==> src/include/csr_defs.svh <==
// CSR unit definitions
`ifndef CSR_DEFS_SVH
`define CSR_DEFS_SVH

// Data path width
`define CSR_XLEN            32

// Machine-mode and debug CSR addresses
`define CSR_ADDR_MSTATUS    12'h300
`define CSR_ADDR_MIE        12'h304
`define CSR_ADDR_MTVEC      12'h305
`define CSR_ADDR_MSCRATCH   12'h340
`define CSR_ADDR_MEPC       12'h341
`define CSR_ADDR_MCAUSE     12'h342
`define CSR_ADDR_MIP        12'h344
`define CSR_ADDR_DCSR       12'h7B0
`define CSR_ADDR_DPC        12'h7B1
`define CSR_ADDR_DSCRATCH0  12'h7B2

// Reset values, fixed fields and redirect targets
`define CSR_MTVEC_RST       32'h0000_0100
`define CSR_DM_HALT_ADDR    32'h1A11_0800
`define CSR_PRIV_M          2'b11
`define CSR_DEBUGVER        4'd4
`define CSR_MEI_BIT         11

`endif

==> src/hw/csr_pkg.sv <==
// Architectural CSR types
`default_nettype none

`include "csr_defs.svh"

package csr_pkg;

  ////////////////////////////////////////////////////////////
  // Plain vectors
  ////////////////////////////////////////////////////////////

  typedef logic [`CSR_XLEN-1:0] csr_data_t;
  typedef logic [4:0]           cause_code_t;
  typedef logic [1:0]           priv_lvl_t;
  typedef logic [2:0]           dbg_cause_t;

  // Implemented CSR addresses, anything else reads as zero
  typedef enum logic [11:0] {
    CSR_MSTATUS   = `CSR_ADDR_MSTATUS,
    CSR_MIE       = `CSR_ADDR_MIE,
    CSR_MTVEC     = `CSR_ADDR_MTVEC,
    CSR_MSCRATCH  = `CSR_ADDR_MSCRATCH,
    CSR_MEPC      = `CSR_ADDR_MEPC,
    CSR_MCAUSE    = `CSR_ADDR_MCAUSE,
    CSR_MIP       = `CSR_ADDR_MIP,
    CSR_DCSR      = `CSR_ADDR_DCSR,
    CSR_DPC       = `CSR_ADDR_DPC,
    CSR_DSCRATCH0 = `CSR_ADDR_DSCRATCH0
  } csr_num_e;

  typedef enum logic [1:0] {
    CSR_OP_READ  = 2'b00,
    CSR_OP_WRITE = 2'b01,
    CSR_OP_SET   = 2'b10,
    CSR_OP_CLEAR = 2'b11
  } csr_op_e;

  ////////////////////////////////////////////////////////////
  // Register layouts
  ////////////////////////////////////////////////////////////

  typedef struct packed {
    logic [18:0] rsvd_31_13;
    priv_lvl_t   mpp;
    logic [2:0]  rsvd_10_8;
    logic        mpie;
    logic [2:0]  rsvd_6_4;
    logic        mie;
    logic [2:0]  rsvd_2_0;
  } mstatus_t;

  typedef struct packed {
    logic        irq;
    logic [25:0] rsvd_30_5;
    cause_code_t code;
  } mcause_t;

  // Debug control and status, only cause and prv carry state here
  typedef struct packed {
    logic [3:0]  xdebugver;
    logic [18:0] rsvd_27_9;
    dbg_cause_t  cause;
    logic [3:0]  rsvd_5_2;
    priv_lvl_t   prv;
  } dcsr_t;

endpackage

`default_nettype wire

==> src/hw/pipe_pkg.sv <==
// Pipeline and controller types
`default_nettype none

package pipe_pkg;

  // Instruction retiring in write-back
  typedef struct packed {
    logic                 instr_valid;
    logic                 csr_en;
    csr_pkg::csr_op_e     csr_op;
    csr_pkg::csr_num_e    csr_addr;
    csr_pkg::csr_data_t   csr_wdata;
    csr_pkg::csr_data_t   pc;
    logic                 exc;
    csr_pkg::cause_code_t exc_code;
    logic                 mret;
    logic                 dret;
  } ex_wb_pipe_t;

  ////////////////////////////////////////////////////////////
  // Controller
  ////////////////////////////////////////////////////////////

  typedef enum logic [1:0] {
    FUNCTIONAL  = 2'b00,
    DEBUG_TAKEN = 2'b01,
    DEBUG_MODE  = 2'b10
  } ctrl_state_e;

  // Commands from the controller to the register file
  typedef struct packed {
    logic               kill_wb;
    logic               halt_wb;
    logic               csr_save_cause;
    logic               debug_csr_save;
    logic               csr_restore_mret;
    logic               csr_restore_dret;
    csr_pkg::mcause_t   csr_cause;
    csr_pkg::csr_data_t pipe_pc;
  } ctrl_fsm_t;

endpackage

`default_nettype wire

==> src/hw/csr_regfile.sv <==
// Machine-mode CSR file
`timescale 1ns/1ps
`default_nettype none

`include "csr_defs.svh"

module csr_regfile (
  input  logic                  clk,
  input  logic                  rst_n_i,
  input  pipe_pkg::ex_wb_pipe_t wb_instr_i,
  input  pipe_pkg::ctrl_fsm_t   ctrl_fsm_i,
  input  logic                  irq_i,
  input  csr_pkg::csr_data_t    new_i,
  input  logic                  wr_en_i,
  output csr_pkg::csr_data_t    old_o,
  output csr_pkg::csr_data_t    rdata_o,
  output csr_pkg::mstatus_t     mstatus_o,
  output logic                  meie_o,
  output csr_pkg::csr_data_t    mepc_o,
  output csr_pkg::csr_data_t    dpc_o,
  output csr_pkg::csr_data_t    mtvec_o
);

  csr_pkg::mstatus_t  mstatus_q;
  csr_pkg::csr_data_t mie_q;
  csr_pkg::csr_data_t mtvec_q;
  csr_pkg::csr_data_t mscratch_q;
  csr_pkg::csr_data_t mepc_q;
  csr_pkg::mcause_t   mcause_q;
  csr_pkg::dcsr_t     dcsr_q;
  csr_pkg::csr_data_t dpc_q;
  csr_pkg::csr_data_t dscratch0_q;
  csr_pkg::csr_data_t mip;
  csr_pkg::csr_data_t rdata;
  logic               sw_we;

  // Pending external interrupt is the only source in mip
  always_comb begin
    mip               = '0;
    mip[`CSR_MEI_BIT] = irq_i;
  end

  ////////////////////////////////////////////////////////////
  // Read mux
  ////////////////////////////////////////////////////////////

  always_comb begin
    case (wb_instr_i.csr_addr)
      csr_pkg::CSR_MSTATUS:   rdata = mstatus_q;
      csr_pkg::CSR_MIE:       rdata = mie_q;
      csr_pkg::CSR_MTVEC:     rdata = mtvec_q;
      csr_pkg::CSR_MSCRATCH:  rdata = mscratch_q;
      csr_pkg::CSR_MEPC:      rdata = mepc_q;
      csr_pkg::CSR_MCAUSE:    rdata = mcause_q;
      csr_pkg::CSR_MIP:       rdata = mip;
      csr_pkg::CSR_DCSR:      rdata = dcsr_q;
      csr_pkg::CSR_DPC:       rdata = dpc_q;
      csr_pkg::CSR_DSCRATCH0: rdata = dscratch0_q;
      default:                rdata = '0;
    endcase
  end

  assign old_o   = rdata;
  assign rdata_o = rdata;

  // A killed or halted instruction must not reach the registers
  assign sw_we = wb_instr_i.instr_valid && wb_instr_i.csr_en && wr_en_i &&
                 !ctrl_fsm_i.kill_wb && !ctrl_fsm_i.halt_wb;

  ////////////////////////////////////////////////////////////
  // Register update
  ////////////////////////////////////////////////////////////

  always_ff @(posedge clk) begin
    if (!rst_n_i) begin
      mstatus_q           <= '0;
      mstatus_q.mpp       <= `CSR_PRIV_M;
      mie_q               <= '0;
      mtvec_q             <= `CSR_MTVEC_RST;
      mscratch_q          <= '0;
      mepc_q              <= '0;
      mcause_q            <= '0;
      dcsr_q              <= '0;
      dcsr_q.xdebugver    <= `CSR_DEBUGVER;
      dcsr_q.prv          <= `CSR_PRIV_M;
      dpc_q               <= '0;
      dscratch0_q         <= '0;
    end else begin
      if (sw_we) begin
        case (wb_instr_i.csr_addr)
          csr_pkg::CSR_MSTATUS:   mstatus_q   <= csr_pkg::mstatus_t'(new_i);
          csr_pkg::CSR_MIE:       mie_q       <= new_i;
          csr_pkg::CSR_MTVEC:     mtvec_q     <= new_i;
          csr_pkg::CSR_MSCRATCH:  mscratch_q  <= new_i;
          csr_pkg::CSR_MEPC:      mepc_q      <= new_i;
          csr_pkg::CSR_MCAUSE:    mcause_q    <= csr_pkg::mcause_t'(new_i);
          csr_pkg::CSR_DCSR:      dcsr_q      <= csr_pkg::dcsr_t'(new_i);
          csr_pkg::CSR_DPC:       dpc_q       <= new_i;
          csr_pkg::CSR_DSCRATCH0: dscratch0_q <= new_i;
          default: ;
        endcase
      end
      // Controller updates come last so they override the software write
      if (ctrl_fsm_i.csr_save_cause) begin
        mepc_q         <= ctrl_fsm_i.pipe_pc;
        mcause_q       <= ctrl_fsm_i.csr_cause;
        mstatus_q.mpie <= mstatus_q.mie;
        mstatus_q.mie  <= 1'b0;
      end
      if (ctrl_fsm_i.csr_restore_mret) begin
        mstatus_q.mie  <= mstatus_q.mpie;
        mstatus_q.mpie <= 1'b1;
      end
      if (ctrl_fsm_i.debug_csr_save) begin
        dpc_q        <= ctrl_fsm_i.pipe_pc;
        dcsr_q.cause <= 3'd3;
      end
    end
  end

  assign mstatus_o = mstatus_q;
  assign meie_o    = mie_q[`CSR_MEI_BIT];
  assign mepc_o    = mepc_q;
  assign dpc_o     = dpc_q;
  assign mtvec_o   = mtvec_q;

endmodule

`default_nettype wire

==> src/hw/csr_trap_unit.sv <==
// CSR and trap unit top
`timescale 1ns/1ps
`default_nettype none

module csr_trap_unit (
  input  logic                  clk,
  input  logic                  rst_n_i,
  input  pipe_pkg::ex_wb_pipe_t wb_instr_i,
  input  logic                  irq_i,
  input  logic                  debug_req_i,
  output csr_pkg::csr_data_t    csr_rdata_o,
  output logic                  branch_o,
  output csr_pkg::csr_data_t    branch_addr_o,
  output logic                  debug_mode_o
);

  pipe_pkg::ctrl_fsm_t ctrl_fsm;
  csr_pkg::mstatus_t   mstatus_q;
  logic                mie_meie;
  csr_pkg::csr_data_t  mepc_q;
  csr_pkg::csr_data_t  dpc_q;
  csr_pkg::csr_data_t  mtvec_q;
  csr_pkg::csr_data_t  old_value;
  csr_pkg::csr_data_t  new_value;
  logic                wr_en;

  trap_ctrl u_trap_ctrl (
    .clk           (clk),
    .rst_n_i       (rst_n_i),
    .wb_instr_i    (wb_instr_i),
    .irq_i         (irq_i),
    .debug_req_i   (debug_req_i),
    .mstatus_i     (mstatus_q),
    .meie_i        (mie_meie),
    .mepc_i        (mepc_q),
    .dpc_i         (dpc_q),
    .mtvec_i       (mtvec_q),
    .ctrl_fsm_o    (ctrl_fsm),
    .branch_o      (branch_o),
    .branch_addr_o (branch_addr_o),
    .debug_mode_o  (debug_mode_o)
  );

  csr_wdata_unit u_csr_wdata_unit (
    .op_i      (wb_instr_i.csr_op),
    .operand_i (wb_instr_i.csr_wdata),
    .old_i     (old_value),
    .addr_i    (wb_instr_i.csr_addr),
    .new_o     (new_value),
    .wr_en_o   (wr_en)
  );

  csr_regfile u_csr_regfile (
    .clk        (clk),
    .rst_n_i    (rst_n_i),
    .wb_instr_i (wb_instr_i),
    .ctrl_fsm_i (ctrl_fsm),
    .irq_i      (irq_i),
    .new_i      (new_value),
    .wr_en_i    (wr_en),
    .old_o      (old_value),
    .rdata_o    (csr_rdata_o),
    .mstatus_o  (mstatus_q),
    .meie_o     (mie_meie),
    .mepc_o     (mepc_q),
    .dpc_o      (dpc_q),
    .mtvec_o    (mtvec_q)
  );

endmodule

`default_nettype wire

==> src/hw/csr_wdata_unit.sv <==
// CSR write data and WARL masking
`timescale 1ns/1ps
`default_nettype none

`include "csr_defs.svh"

module csr_wdata_unit (
  input  csr_pkg::csr_op_e   op_i,
  input  csr_pkg::csr_data_t operand_i,
  input  csr_pkg::csr_data_t old_i,
  input  csr_pkg::csr_num_e  addr_i,
  output csr_pkg::csr_data_t new_o,
  output logic               wr_en_o
);

  csr_pkg::csr_data_t raw_value;

  // Replace, OR or AND-NOT against the current contents
  always_comb begin
    case (op_i)
      csr_pkg::CSR_OP_WRITE: raw_value = operand_i;
      csr_pkg::CSR_OP_SET:   raw_value = old_i | operand_i;
      csr_pkg::CSR_OP_CLEAR: raw_value = old_i & ~operand_i;
      default:               raw_value = old_i;
    endcase
  end

  ////////////////////////////////////////////////////////////
  // Legal values per register
  ////////////////////////////////////////////////////////////

  always_comb begin
    csr_pkg::mstatus_t raw_st;
    csr_pkg::mstatus_t new_st;
    csr_pkg::mcause_t  raw_mc;
    csr_pkg::mcause_t  new_mc;
    raw_st = csr_pkg::mstatus_t'(raw_value);
    raw_mc = csr_pkg::mcause_t'(raw_value);
    new_st = '0;
    new_mc = '0;
    new_o  = raw_value;
    case (addr_i)
      csr_pkg::CSR_MTVEC: begin
        // Direct mode only, base is word aligned
        new_o = {raw_value[`CSR_XLEN-1:2], 2'b00};
      end
      csr_pkg::CSR_MEPC, csr_pkg::CSR_DPC: begin
        new_o = {raw_value[`CSR_XLEN-1:1], 1'b0};
      end
      csr_pkg::CSR_MSTATUS: begin
        new_st.mie  = raw_st.mie;
        new_st.mpie = raw_st.mpie;
        new_st.mpp  = `CSR_PRIV_M;
        new_o       = new_st;
      end
      csr_pkg::CSR_MIE: begin
        new_o              = '0;
        new_o[`CSR_MEI_BIT] = raw_value[`CSR_MEI_BIT];
      end
      csr_pkg::CSR_MCAUSE: begin
        new_mc.irq  = raw_mc.irq;
        new_mc.code = raw_mc.code;
        new_o       = new_mc;
      end
      default: new_o = raw_value;
    endcase
  end

  // Set and clear with a zero operand are reads
  assign wr_en_o = (op_i == csr_pkg::CSR_OP_WRITE) ||
                   (((op_i == csr_pkg::CSR_OP_SET) || (op_i == csr_pkg::CSR_OP_CLEAR)) &&
                    (|operand_i));

endmodule

`default_nettype wire

==> src/hw/trap_ctrl.sv <==
// Trap and debug controller
`timescale 1ns/1ps
`default_nettype none

`include "csr_defs.svh"

module trap_ctrl (
  input  logic                  clk,
  input  logic                  rst_n_i,
  input  pipe_pkg::ex_wb_pipe_t wb_instr_i,
  input  logic                  irq_i,
  input  logic                  debug_req_i,
  input  csr_pkg::mstatus_t     mstatus_i,
  input  logic                  meie_i,
  input  csr_pkg::csr_data_t    mepc_i,
  input  csr_pkg::csr_data_t    dpc_i,
  input  csr_pkg::csr_data_t    mtvec_i,
  output pipe_pkg::ctrl_fsm_t   ctrl_fsm_o,
  output logic                  branch_o,
  output csr_pkg::csr_data_t    branch_addr_o,
  output logic                  debug_mode_o
);

  pipe_pkg::ctrl_state_e state_q;
  pipe_pkg::ctrl_state_e state_n;
  logic                  branch_q;
  csr_pkg::csr_data_t    branch_addr_q;
  csr_pkg::csr_data_t    branch_target;
  logic                  evt_valid;
  logic                  debug_evt;
  logic                  irq_evt;
  logic                  exc_evt;
  logic                  mret_evt;
  logic                  dret_evt;
  logic                  any_evt;

  // Nothing in write-back counts during the redirect cycle
  assign evt_valid = wb_instr_i.instr_valid && !branch_q;

  ////////////////////////////////////////////////////////////
  // Event selection and next state
  ////////////////////////////////////////////////////////////

  always_comb begin
    debug_evt = 1'b0;
    irq_evt   = 1'b0;
    exc_evt   = 1'b0;
    mret_evt  = 1'b0;
    dret_evt  = 1'b0;
    state_n   = state_q;
    case (state_q)
      pipe_pkg::FUNCTIONAL: begin
        if (evt_valid) begin
          if (debug_req_i) begin
            debug_evt = 1'b1;
            state_n   = pipe_pkg::DEBUG_TAKEN;
          end else if (irq_i && mstatus_i.mie && meie_i) begin
            irq_evt = 1'b1;
          end else if (wb_instr_i.exc) begin
            exc_evt = 1'b1;
          end else if (wb_instr_i.mret) begin
            mret_evt = 1'b1;
          end
        end
      end
      pipe_pkg::DEBUG_TAKEN: state_n = pipe_pkg::DEBUG_MODE;
      pipe_pkg::DEBUG_MODE: begin
        // Only dret leaves debug mode
        if (evt_valid && wb_instr_i.dret) begin
          dret_evt = 1'b1;
          state_n  = pipe_pkg::FUNCTIONAL;
        end
      end
      default: state_n = pipe_pkg::FUNCTIONAL;
    endcase
  end

  assign any_evt = debug_evt | irq_evt | exc_evt | mret_evt | dret_evt;

  always_comb begin
    if (debug_evt) begin
      branch_target = `CSR_DM_HALT_ADDR;
    end else if (dret_evt) begin
      branch_target = dpc_i;
    end else if (mret_evt) begin
      branch_target = mepc_i;
    end else begin
      branch_target = {mtvec_i[`CSR_XLEN-1:2], 2'b00};
    end
  end

  // Commands to the register file
  always_comb begin
    ctrl_fsm_o                  = '0;
    ctrl_fsm_o.kill_wb          = debug_evt | irq_evt | exc_evt;
    ctrl_fsm_o.halt_wb          = branch_q;
    ctrl_fsm_o.csr_save_cause   = irq_evt | exc_evt;
    ctrl_fsm_o.debug_csr_save   = debug_evt;
    ctrl_fsm_o.csr_restore_mret = mret_evt;
    ctrl_fsm_o.csr_restore_dret = dret_evt;
    ctrl_fsm_o.pipe_pc          = wb_instr_i.pc;
    if (irq_evt) begin
      ctrl_fsm_o.csr_cause.irq  = 1'b1;
      ctrl_fsm_o.csr_cause.code = 5'(`CSR_MEI_BIT);
    end else if (exc_evt) begin
      ctrl_fsm_o.csr_cause.code = wb_instr_i.exc_code;
    end
  end

  always_ff @(posedge clk) begin
    if (!rst_n_i) begin
      state_q  <= pipe_pkg::FUNCTIONAL;
      branch_q <= 1'b0;
    end else begin
      state_q  <= state_n;
      branch_q <= any_evt;
    end
  end

  // Target only matters while branch_q is high
  always_ff @(posedge clk) begin
    if (any_evt) begin
      branch_addr_q <= branch_target;
    end
  end

  assign branch_o      = branch_q;
  assign branch_addr_o = branch_addr_q;
  assign debug_mode_o  = (state_q != pipe_pkg::FUNCTIONAL);

endmodule

`default_nettype wire

==> config.mk <==
export PLATFORM = sky130hd
export DESIGN_NAME = csr_trap_unit
export DESIGN_NICKNAME = d
export VERILOG_FILES = /design/src/hw/csr_pkg.sv /design/src/hw/pipe_pkg.sv /design/src/hw/csr_regfile.sv /design/src/hw/csr_trap_unit.sv /design/src/hw/csr_wdata_unit.sv /design/src/hw/trap_ctrl.sv
export VERILOG_INCLUDE_DIRS = /design/src /design/src/include
export SDC_FILE = /design/constraint.sdc
export NUM_CORES = 1
export LEC_CHECK = 0
export ABC_AREA = 1
export BUFFER_PORTS_ARGS = -buffer_cell sky130_fd_sc_hd__clkbuf_2
export CORE_UTILIZATION = 30
export CTS_CLUSTER_DIAMETER = 60
export DETAILED_ROUTE_END_ITERATION = 10
export GPL_TIMING_DRIVEN = 0
export SLEW_MARGIN = 20
export SYNTH_ARGS = -nofsm -noshare
export SYNTH_HDL_FRONTEND = slang
export SYNTH_SLANG_ARGS = --single-unit
==> constraint.sdc <==
create_clock -name clk -period 3.1 [get_ports clk]
set_clock_uncertainty 0.2 [all_clocks]
set_input_delay 0.31 -clock clk [delete_from_list [all_inputs] [get_ports clk]]
set_output_delay 0.31 -clock clk [all_outputs]
set_load 0.01 [all_outputs]
---- After elaboration in Yosys (flattened, before gate mapping) ----
Index checks and enable logic that the tools add are counted.
storage, ports and cells
  bits in registers ....................... 323
  input port bits ......................... 92
  output and inout bits ................... 66
  word-level logic and storage cells ...... 142
operators by class
  eq/ne operators ......................... 18
  mux-type cells .......................... 50
  bitwise gates (word level) .............. 9
  reduce and logical (&&, ||, !) cells .... 40
operators by type and width
  operator                                               count
  2-to-1 mux 32 bit                                      11
  one-hot mux 32 bit (10 select lines)                   1
  one-hot mux 32 bit (5 select lines)                    1
  one-hot mux 32 bit (3 select lines)                    1
  equality test 12 x 10 -> 1 bit, second input constant  7
  equality test 12 x 11 -> 1 bit, second input constant  3
  bitwise AND 32 bit                                     1
  2-to-1 mux 8 bit                                       4
  NOT 32 bit                                             1
  bitwise OR 32 bit                                      1
  OR reduction 32 bit                                    1
  2-to-1 mux 1 bit                                       25
  AND reduction 2 bit                                    12
  nonzero test 2 bit                                     7
  2-to-1 mux 5 bit                                       2
  logical AND 1 bit                                      9
  2-to-1 mux 2 bit                                       4
  equality test 2 bit, second input constant             3
  one-hot mux 2 bit (3 select lines)                     1
  nonzero test 3 bit                                     2
  OR reduction 2 bit                                     3
  bitwise OR 1 bit                                       5
  equality test 2 x 1 -> 1 bit, second input constant    2
  inequality test 2 x 1 -> 1 bit, second input constant  2
  other kinds (6)                                        8

---- Depth between registers and ports, before layout ----
Gate-level depths: netlist of the first run.
  word-level depth ........................ 14
  gate-level depth with buffers ........... 14
  depth with buffers taken out ............ 13

---- Cells and area by module ----
From an unflattened synthesis of the first run, not the netlist that was laid out.
unflattened totals
  cells, all modules ...................... 2,836
  area, all modules ....................... 18,480.2 µm²
modules (own cells, without submodules)
  module          times used  cells each  area each (µm²)
  csr_regfile     1           2,260       14,695.3
  trap_ctrl       1           360         2,690.1
  csr_wdata_unit  1           216         1,094.8

---- Worst setup path before layout of the first run ----
Ideal clock, no wire load.
  path kind ............................... register to register
  start point ............................. register u_trap_ctrl.branch_q (netlist: u_trap_ctrl.branch_o)
  end point ............................... register u_trap_ctrl.branch_addr_q[0] (netlist: u_trap_ctrl.branch_addr_o[0]), enable pin
  library setup time ...................... 0.478 ns
  data arrival time ....................... 1.903 ns
  required time ........................... 2.422 ns
  slack ................................... 0.520 ns
  cell stages (with the launch flop) ...... 7
  path buffers ............................ 1
  cell sequence ........................... dfxtp_1 > nor2_1 > nand4_2 > clkinv_1 > nor2_1 > clkbuf_1 > nand2_1
on the way
  longest elaborated chain between the ends .. 8
  elaborated cells between the ends (all ways) .. 17
RTL lines
  element                         line              RTL
  from (decl)                     trap_ctrl.sv:26   logic branch_q;
  from (signal assigned)          trap_ctrl.sv:116  branch_q <= any_evt;
  zero test 1 bit *               trap_ctrl.sv:38   assign evt_valid = wb_instr_i.instr_valid && !branch_q;
  logical AND 1 bit *             trap_ctrl.sv:38
  2-to-1 mux 1 bit                trap_ctrl.sv:53   if (evt_valid) begin
  2-to-1 mux 1 bit                trap_ctrl.sv:51   case (state_q)
  bitwise OR 1 bit (3 in series)  trap_ctrl.sv:78   assign any_evt = debug_evt | irq_evt | exc_evt | mret_evt | dret_evt;
  bitwise OR 1 bit *              trap_ctrl.sv:78
  via u_trap_ctrl.any_evt         trap_ctrl.sv:35   logic any_evt;
  to (signal assigned)            trap_ctrl.sv:123  branch_addr_q <= branch_target;
  to (decl)                       trap_ctrl.sv:27   csr_pkg::csr_data_t branch_addr_q;
Mark *: on every way through the listed nets, which the timed path passes. The rest lies on a longest branch.
A chain may end at the register's enable or synchronous reset.

---- Worst setup path in the final report of the first run ----
  start point ............................. input wb_instr_i[74] (netlist name)
  end point ............................... output csr_rdata_o[0]
on the way
  longest elaborated chain between the ends .. 2
  elaborated cells between the ends (all ways) .. 11
RTL lines
  element                                                                                  line                 RTL
  from (decl)                                                                              csr_trap_unit.sv:8   input pipe_pkg::ex_wb_pipe_t wb_instr_i,
  equality test 12 x 11 -> 1 bit / equality test 12 x 10 -> 1 bit (equally long branches)  csr_regfile.sv:48    case (wb_instr_i.csr_addr)
  one-hot mux 32 bit (10 select lines) *                                                   csr_regfile.sv:48
  to (decl)                                                                                csr_trap_unit.sv:11  output csr_pkg::csr_data_t csr_rdata_o,
Mark *: on every way between the ends. The rest lies on a longest branch, timed or not.

==> results of run 1 <==
==> how the worst max path moves through the flow <==
stage | end | cells after the start | slack (ps) | start
floorplan | u_trap_ctrl.branch_addr_o[0]$_SDFFCE_PP0P_ | 6 | 520 | u_trap_ctrl.branch_o$_SDFF_PN0_
global placement | u_trap_ctrl.branch_addr_o[13]$_SDFFCE_PP0P_ | 8 | -640 | wb_instr_i[87]
detailed placement | u_csr_regfile.mstatus_o[12]$_SDFFE_PN1P_ | 9 | -200 | wb_instr_i[49]
CTS | u_trap_ctrl.branch_addr_o[8]$_SDFFCE_PP0P_ | 7 | 180 | u_trap_ctrl.branch_o$_SDFF_PN0_
global route | u_trap_ctrl.branch_addr_o[11]$_SDFFCE_PP1P_ | 7 | 80 | u_trap_ctrl.state_q[0]$_SDFFE_PN0P_
finish | csr_rdata_o[0] | 10 | 150 | wb_instr_i[74]
==> sequential cells by signal, indices dropped and copies added, names as in the netlist <==
register,flops
u_trap_ctrl.branch_o,1
u_trap_ctrl.state_q,2
u_csr_regfile.mscratch_q,32
u_trap_ctrl.branch_addr_o,32
u_csr_regfile.dcsr_q,32
u_csr_regfile.mtvec_o,32
u_csr_regfile.dscratch0_q,32
u_csr_regfile.mcause_q,32
u_csr_regfile.dpc_o,32
u_csr_regfile.mstatus_o,32
u_csr_regfile.mepc_o,32
u_csr_regfile.mie_q,32
==> cell families (layout without fill, tap and decap cells) <==
kind of cell	after synthesis	after routing	share of synthesized area
simple gates	1089	1089	0.314
compound gates	473	473	0.154
buf+inv	375	638	0.100
flops	323	323	0.431
xor+xnor	1	1	0.000557
==> area by class of cell <==
class | instances | area (um2)
inverters | 219 | 822
clock buffers | 46 | 1050
plain buffers | 156 | 756
well taps | 680 | 851
clock inverters | 21 | 239
flip-flops and latches | 323 | 6790
multi-input cells | 1563 | 7370
repair buffers | 196 | 1190
fillers | 5417 | 32500
==> power by group through the flow <==
stage,Sequential (mW),Combinational [mW],Clock (mW)
floorplan,4.46,0.407,0
global placement,4.45,0.839,0
CTS,4.36,0.891,4.80
global route,4.37,0.968,4.94
detailed placement,4.46,0.850,0
finish,4.37,0.916,4.76
==> cell usage in the layout, fill, tap and decap left out, types with 3 or more instances in the layout <==
cell type / count
inv_2: 14
or2_1: 3
a31oi_1: 3
nor3b_1: 43
o22ai_1: 18
buf_2: 67
nor3_1: 21
nor2_2: 4
clkbuf_2: 157
nand4_2: 3
edfxtp_1: 32
clkinv_1: 4
nand4_1: 29
nand2_2: 10
bufinv_16: 5
nand3_1: 306
a21oi_1: 222
a32oi_1: 3
inv_1: 204
clkinv_2: 9
buf_4: 21
dfxtp_1: 291
buf_1: 4
nor2_1: 208
nor2_4: 8
o21ai_1: 46
clkbuf_16: 41
nand2_1: 443
dlygate4sd3_1: 38
nand3_2: 4
o21ai_0: 179
clkbuf_1: 67
==> per-layer routing <==
metal / vias up / part of all wire
met5: - / 0
met4: 0 / 0.041
met3: 137 / 0.090
met2: 961 / 0.44
met1: 8064 / 0.43
li1: 7951 / -
==> metrics by stage <==
step                std cells  utilization
finish                   3204        0.369
global route             3204        0.369
detailed placement       3099        0.337
floorplan                2261            -
CTS                      3204        0.369
global placement         3098        0.337
==> timing repair <==
item / CTS / global route
setup endpoints to repair: 0 / 0
hold buffers: 38 / 0
gates resized for setup: 0 / 0
hold endpoints to repair: 69 / 0
==> worst max-delay path: stages <==
cell	delay, ps
clkbuf_2	100
inv_1	60
nand2_1	130
nor2_4	380
nand3_2	330
buf_2	330
nor2_1	180
nor2_1	140
nand3_1	280
clkbuf_2	190
==> flow_summary.ini, run 1 <==
[setup_path]
cp.required_ps = 2590
critPathMaxFanout = 10
ff2ff_setup_slack_ps = 190
r2r-end = u_trap_ctrl.branch_addr_o[16]$_SDFFCE_PP1P_
reg2reg_depth = 7
path_class = in -> out
worst_setup_path_start_kind = input pin
r2r_start = u_trap_ctrl.state_q[0]$_SDFFE_PN0P_
worstPathArrival_ps = 2440
endpoint_kind = output port

[power_and_ir_drop]
seqPwrFrac = 0.435
vdd_drop_max_uv = 293
leakage_nw = 8.15
p_per_area_nw_per_um2 = 527
total_power_mw = 10.0
p_int_mw = 7.40
sw_frac_of_total = 0.263
p_sw_mw = 2.64
p_comb_frac = 0.091
p_clk_frac = 0.474

[placed_design]
dpl_cell_area_um2 = 17400
place.gp.congestion = 1.02
post-place-ws_ps = -198
io_buffers = 157
dpl.hpwl_um = 61900

[synth]
async_flop_share = 0
syn-instance-count = 2261
netlist.area_leader.share = 0.370
ys_seq_elements = 323
synth_area_leaders = dfxtp_1 37%, nand2_1 11%, nand3_1 9.7%
netlist_top_cells_count = 444 x nand2_1, 306 x nand3_1, 291 x dfxtp_1, 222 x a21oi_1, 208 x nor2_1
synth_area_um2 = 15700
yosys.area.top_type = dfxtp_1
synth_most_common_cell = nand2_1
synth_fp_nets = 2353
synth_ff_type = dfxtp_1
ys_warn_count = 0
synth_edf_count = 32
synth_cell_types = 37
avgSynthCellArea_um2 = 6.96
seq_area_frac_synth = 0.431

[floorplanning]
core_area_um2 = 51600
ios = 158
die_w_um = 231
rows = 83
start_util = 0.305
fp.dieH_um = 231
die-area_um2 = 53400

[drt]
wl_per_cell_um = 24.6
via_count = 17113
routed_wl_um = 78800
dr.pass1.iters = 6
via_per_inst = 5.34
drtIter0Drc = 2207
ant_nets = 0
drcViolationCount = 0

[timing]
worstMarginPinSlew_ps = 1140
drv_slew = 0
layout_min_cycle_time_ps = 2950
fmax_mhz = 339
rsz0062_at_grt = false
fin_tns_setup_ps = 0
slew_headroom = 0.241
hold_ws_ps = 28.3
setup_viol_count_final = 0
hold_violations = 0
fin_ws_ps = 148
fin_crit_sh = 0.952

[clock_tree]
post-cts-setup-buffer-count = 0
cts_tree = built
cts_root_buf = clkbuf_16
htreeDepth = 2
clock_latency_ps = 580
cts_inserted_buffers = 39
clkTransAtPathRegs_ps = 60
cts_buffer_depth = 3
clock_sinks = 323

[hold_path]
hp-class = in -> reg
hp-start = wb_instr_i[7]
holdPathStages = 5
hold_end = u_csr_regfile.mcause_q[1]$_SDFFE_PN0P_

[grt]
grt_util_met3 = 0.0512
grt_start_max_net_pins = 26
grtUsageTotal = 0.289
grt_pass1_vias = 15447
grt_pass1_wl_um = 110000
met1_usage = 0.387
grt_overflow = 0
antenna_found_initial = 0
busiest_layer = met2
grt.met2_usage = 0.456

[layout]
final_nets = 2590
drive_above_1_share = 0.141
final_cell_area_um2 = 19100
area_delta_synth_final_pct = 21.2
n_antenna_cell = 0

[job]
cap_violations = 0

[status]
outcome = complete, no violations
(Power assumes the default switching activity.)
==> run 2, diff against run 1 <==
==> constraint.sdc (replaced) <==
create_clock -name clk -period 2.7 [get_ports clk]
set_clock_uncertainty 0.2 [all_clocks]
set_input_delay 0.27 -clock clk [delete_from_list [all_inputs] [get_ports clk]]
set_output_delay 0.27 -clock clk [all_outputs]
set_load 0.01 [all_outputs]
==> flow_summary.ini, run 2 (synthesized netlist as in run 1, its figures left out) <==
[timing]
fin_ws_ps = 21.4
drv_slew = 0
setup_viol_count_final = 0
worstMarginPinSlew_ps = 1120
slew_headroom = 0.253
fmax_mhz = 373
fin_crit_sh = 0.992
rsz0062_at_grt = true
hold_violations = 0
layout_min_cycle_time_ps = 2680

[layout]
layout_common_cells = 440 x nand2_1, 302 x nand3_1, 291 x dfxtp_1
final_cell_count_no_fill = 3214
drive_above_1_share = 0.151
final_cell_area_um2 = 19300
n_antenna_cell = 0
area_delta_synth_final_pct = 22.4
final_nets = 2600
mostFrequentLayoutCell = nand2_1
fin_util = 0.373

[grt]
busiest_layer = met2
grt.met2_usage = 0.458
antenna_found_initial = 0
grt_pass1_wl_um = 110000
met1_usage = 0.389
grt_start_max_net_pins = 26
grtUsageTotal = 0.289
grt_pass1_vias = 15563
grt_util_met3 = 0.0485
grt_overflow = 0

[drt]
via_per_inst = 5.37
drcViolationCount = 0
wl_per_cell_um = 24.6
via_count = 17254
routed_wl_um = 79200
drtIter0Drc = 2327
ant_nets = 0
dr.pass1.iters = 6

[floorplanning]
die-area_um2 = 53400
fp.dieH_um = 231
start_util = 0.305
ios = 158
die_w_um = 231
core_area_um2 = 51600
rows = 83

[setup_path]
path_class = in -> out
worst_setup_path_start_kind = input pin
crit_path_top_delay_cell = nor3_1
r2r_start = u_trap_ctrl.branch_o$_SDFF_PN0_
cp.required_ps = 2230
critPathLaunch = wb_instr_i[74]
cp_cell_sequence = clkbuf_2, inv_1, nand2_1, nor2_4, nand3_2, buf_2, nor2_1, nor3_1, nand3_1, clkbuf_2
cp_common_cell = clkbuf_2
critPathMaxStageDelay_ps = 490
critPathTopFamily = simple AND/OR/NAND/NOR gates
path_buf_inv = 4
endpoint_kind = output port
critPathMaxFanout = 10
worstPathArrival_ps = 2210

[power_and_ir_drop]
p_int_mw = 8.51
p_clk_frac = 0.474
p_per_area_nw_per_um2 = 601
vdd_drop_max_uv = 342
p_sw_mw = 3.06
p_comb_frac = 0.092
leakage_nw = 8.23
seqPwrFrac = 0.433
sw_frac_of_total = 0.264

[placed_design]
post-place-ws_ps = -558
dpl_cell_area_um2 = 17400
io_buffers = 157
dpl.hpwl_um = 61900
place.gp.congestion = 1.02
dp.cells = 3099

[clock_tree]
clock_sinks = 323
cts_root_buf = clkbuf_16
clock_latency_ps = 580
cts_buffer_depth = 3
clkTransAtPathRegs_ps = 60
cts_tree = built
htreeDepth = 2
cts_inserted_buffers = 39

[hold_path]
hp-start = wb_instr_i[61]
hp-class = in -> reg

[status]
outcome = complete, no violations

[job]
cap_violations = 0
[run 2: worst reg2reg max path, stage by stage, from the launching register on]
cell,delay (ps)
dfxtp_1,330
inv_1,60
nand2_1,80
nor3_4,410
nand2_1,190
nor2_4,210
clkbuf_1,540
nand2_1,110
a31oi_1,330
[run 2: power groups by stage]
| stage | clock network (mW) | logic (mW) | registers [mW] |
|---|---|---|---|
| final | 5.49 | 1.07 | 5.01 |
| after global routing | 5.67 | 1.13 | 5.02 |
| after CTS | 5.51 | 1.03 | 5.01 |
| after detailed placement | 0 | 0.976 | 5.12 |
| after global placement | 0 | 0.963 | 5.11 |
| after floorplan | 0 | 0.468 | 5.12 |
[run 2: layout make-up]
class / count / area, um2
Multi-Input combinational cell: 1563 / 7430
Clock buffer: 46 / 1050
Clock inverter: 21 / 239
Tap cell: 680 / 851
Fill cell: 5410 / 32400
Sequential cell: 323 / 6790
Timing Repair Buffer: 208 / 1290
Inverter: 219 / 826
Buffer: 154 / 781
[run 2: stage by stage]
stage / hold WS, ps / setup TNS, ps / power [mW]
6_report: 23.9 / 0 / 11.6
5_1_grt: 79.0 / -67.0 / 11.8
4_1_cts: 11.3 / 0 / 11.6
3_5_place_dp: 218 / -109440 / 6.09
3_3_place_gp: 215 / -126390 / 6.08
2_1_floorplan: 208 / 0 / 5.58
[run 2: repair_timing]
item	4_1_cts	5_1_grt
endpoints found under the setup margin	70	239
gates resized for setup	5	30
hold endpoints to repair	70	0
hold buffers	43	0
setup buffers	2	5
pin swaps	1	4
[run 2: path summary, 6_finish.rpt]
check | endpoint | slack [ps] | depth (start not counted)
worst max-delay path | csr_rdata_o[19] | 20 | 10
worst min-delay path | u_csr_regfile.dpc_o[21]$_SDFFE_PN0P_ | 20 | 5
worst max register to register | u_trap_ctrl.branch_addr_o[27]$_SDFFCE_PP1P_ | 60 | 8
worst min register to register | u_csr_regfile.mstatus_o[4]$_SDFFE_PN0P_ | 230 | 2
[run 2: layer usage]
layer  wire length [um]  vias to the layer above
met3               7360                      130
met4               3090                        0
li1                   -                     7961
met5                  0                        -
met1              33600                     8153
met2              35200                     1010
==> run 3, diff against run 2 <==
--- a/config.mk
+++ b/config.mk
@@ -12,6 +12,7 @@
 export CTS_CLUSTER_DIAMETER = 60
 export DETAILED_ROUTE_END_ITERATION = 10
 export GPL_TIMING_DRIVEN = 0
+export REMOVE_ABC_BUFFERS = 1
 export SLEW_MARGIN = 20
 export SYNTH_ARGS = -nofsm -noshare
 export SYNTH_HDL_FRONTEND = slang
==> flow_summary.ini, run 3 (synthesized netlist as in run 1, its figures left out) <==
[status]
outcome = complete, no violations

[setup_path]
critPathLaunch = wb_instr_i[73]
cp.required_ps = 2230
path_class = in -> out
ff2ff_setup_slack_ps = 60
r2r-end = u_csr_regfile.mcause_q[3]$_SDFFE_PN0P_
worstPathArrival_ps = 2200
reg2reg_depth = 11
r2r_start = u_trap_ctrl.state_q[0]$_SDFFE_PN0P_
critPathMaxFanout = 10
worst_setup_path_start_kind = input pin
cp-endpoint = csr_rdata_o[10]
endpoint_kind = output port

[floorplanning]
start_util = 0.305
fp.dieH_um = 231
die-area_um2 = 53400
rows = 83
ios = 158
die_w_um = 231
core_area_um2 = 51600

[timing]
worstMarginPinSlew_ps = 1050
drv_slew = 0
hold_ws_ps = 16.8
setup_viol_count_final = 0
fin_crit_sh = 0.989
rsz0062_at_grt = true
hold_violations = 0
fmax_mhz = 374
layout_min_cycle_time_ps = 2670
slew_headroom = 0.298

[power_and_ir_drop]
p_int_mw = 8.32
seqPwrFrac = 0.441
total_power_mw = 11.3
p_sw_mw = 3.00
p_comb_frac = 0.098
sw_frac_of_total = 0.265
p_per_area_nw_per_um2 = 567
leakage_nw = 8.32
vdd_drop_max_uv = 420
p_clk_frac = 0.461

[layout]
final_cell_area_um2 = 20000
mostFrequentLayoutCell = nand2_1
final_nets = 2536
area_delta_synth_final_pct = 26.9
drive_above_1_share = 0.158
layout_common_cells = 429 x nand2_1, 306 x nand3_1, 291 x dfxtp_1
final_cell_count_no_fill = 3155

[placed_design]
dp.cells = 2968
dpl.hpwl_um = 40500
io_buffers = 157
place.gp.congestion = 0.866
dpl_cell_area_um2 = 17300

[grt]
grt_pass1_vias = 16331
antenna_found_initial = 3
grtUsageTotal = 0.261
grt_overflow = 0
grt_pass1_wl_um = 104000
grt_start_max_net_pins = 80

[clock_tree]
cts_root_buf = clkbuf_16
cts_tree = built
htreeDepth = 2
cts_buffer_depth = 3
clock_sinks = 323
clock_latency_ps = 540
cts_inserted_buffers = 39
clkTransAtPathRegs_ps = 50

[drt]
via_per_inst = 5.48
wl_per_cell_um = 22.5
via_count = 17290
drcViolationCount = 0
drtIter0Drc = 1928
routed_wl_um = 71000
ant_nets = 0
dr.pass1.iters = 6

[job]
cap_violations = 0

[hold_path]
hp-class = in -> reg
run 3: cell types whose count changed in the layout (fill, tap and decap cells not counted), moves of 7 or more:
cell / previous run / this run
buf_12: 1 / 20
buf_16: 0 / 13
buf_2: 60 / 0
buf_4: 27 / 42
clkbuf_1: 60 / 8
clkbuf_2: 163 / 156
dlygate4sd3_1: 43 / 51
nand2_1: 440 / 429
nand3_2: 8 / 1
nor2_4: 9 / 21
run 3: area by class of cell:
cell class	count	area, um2
inverter	219	918
antenna	1	2.50
clock buffer	56	1160
tap	680	851
fill	5289	31700
sequential	323	6790
clock inverter	15	100
timing repair inverter	1	8.76
multi-input combinational	1574	7710
timing repair buffer	286	2420
run 3: power groups by stage:
stage / logic [mW] / registers [mW] / clock network (mW)
CTS: 1.07 / 5.00 / 5.22
global placement: 0.860 / 5.10 / 0
finish: 1.11 / 5.00 / 5.22
detailed placement: 0.940 / 5.10 / 0
global route: 1.18 / 5.01 / 5.43
floorplan: 0.417 / 5.12 / 0
run 3: worst max-delay path, stage by stage:
cell,delay [ps]
clkbuf_2,100
nor2_1,170
inv_1,190
nor2_2,860
nand3_1,170
nand2_1,120
nor2_1,40
nand3_1,120
clkbuf_2,170
run 3: routing by layer:
| layer | wire [um] | GRT usage |
|---|---|---|
| met5 | 16 | 0 |
| met4 | 3450 | 0.120 |
| met3 | 7950 | 0.0592 |
| met2 | 31900 | 0.421 |
| met1 | 27700 | 0.329 |
run 3: repair_timing:
item	CTS	global route
gates cloned	12	0
setup buffers	45	7
hold buffers	51	0
gates resized for setup	45	13
pin swaps	21	4
endpoints found under the hold margin	73	0
endpoints found under the setup margin	369	137
run 3: worst min path at each step:
stage / startpoint / to / slack, ps / cells past startpoint
global placement: u_csr_regfile.mstatus_o[26]$_SDFFE_PN0P_ / u_csr_regfile.mstatus_o[26]$_SDFFE_PN0P_ / 210 / 2
detailed placement: u_csr_regfile.mstatus_o[26]$_SDFFE_PN0P_ / u_csr_regfile.mstatus_o[26]$_SDFFE_PN0P_ / 220 / 2
floorplan: rst_n_i / u_csr_regfile.dcsr_q[10]$_SDFFE_PN0P_ / 210 / 2
finish: wb_instr_i[7] / u_csr_regfile.mcause_q[2]$_SDFFE_PN0P_ / 20 / 5
global route: rst_n_i / u_csr_regfile.mscratch_q[19]$_SDFFE_PN0P_ / 40 / 3
CTS: wb_instr_i[41] / u_csr_regfile.dpc_o[1]$_SDFFE_PN0P_ / 1 / 5
run 3: per-stage QoR:
stage          worst slack [ps]   util  TNS [ps]
6_report                   29.3  0.387         0
4_1_cts                    7.65  0.384         0
3_5_place_dp              -1960  0.336   -455460
3_3_place_gp              -6920  0.322  -1281900
5_1_grt                   -86.7  0.387      -139
2_1_floorplan             -1380      -   -151450
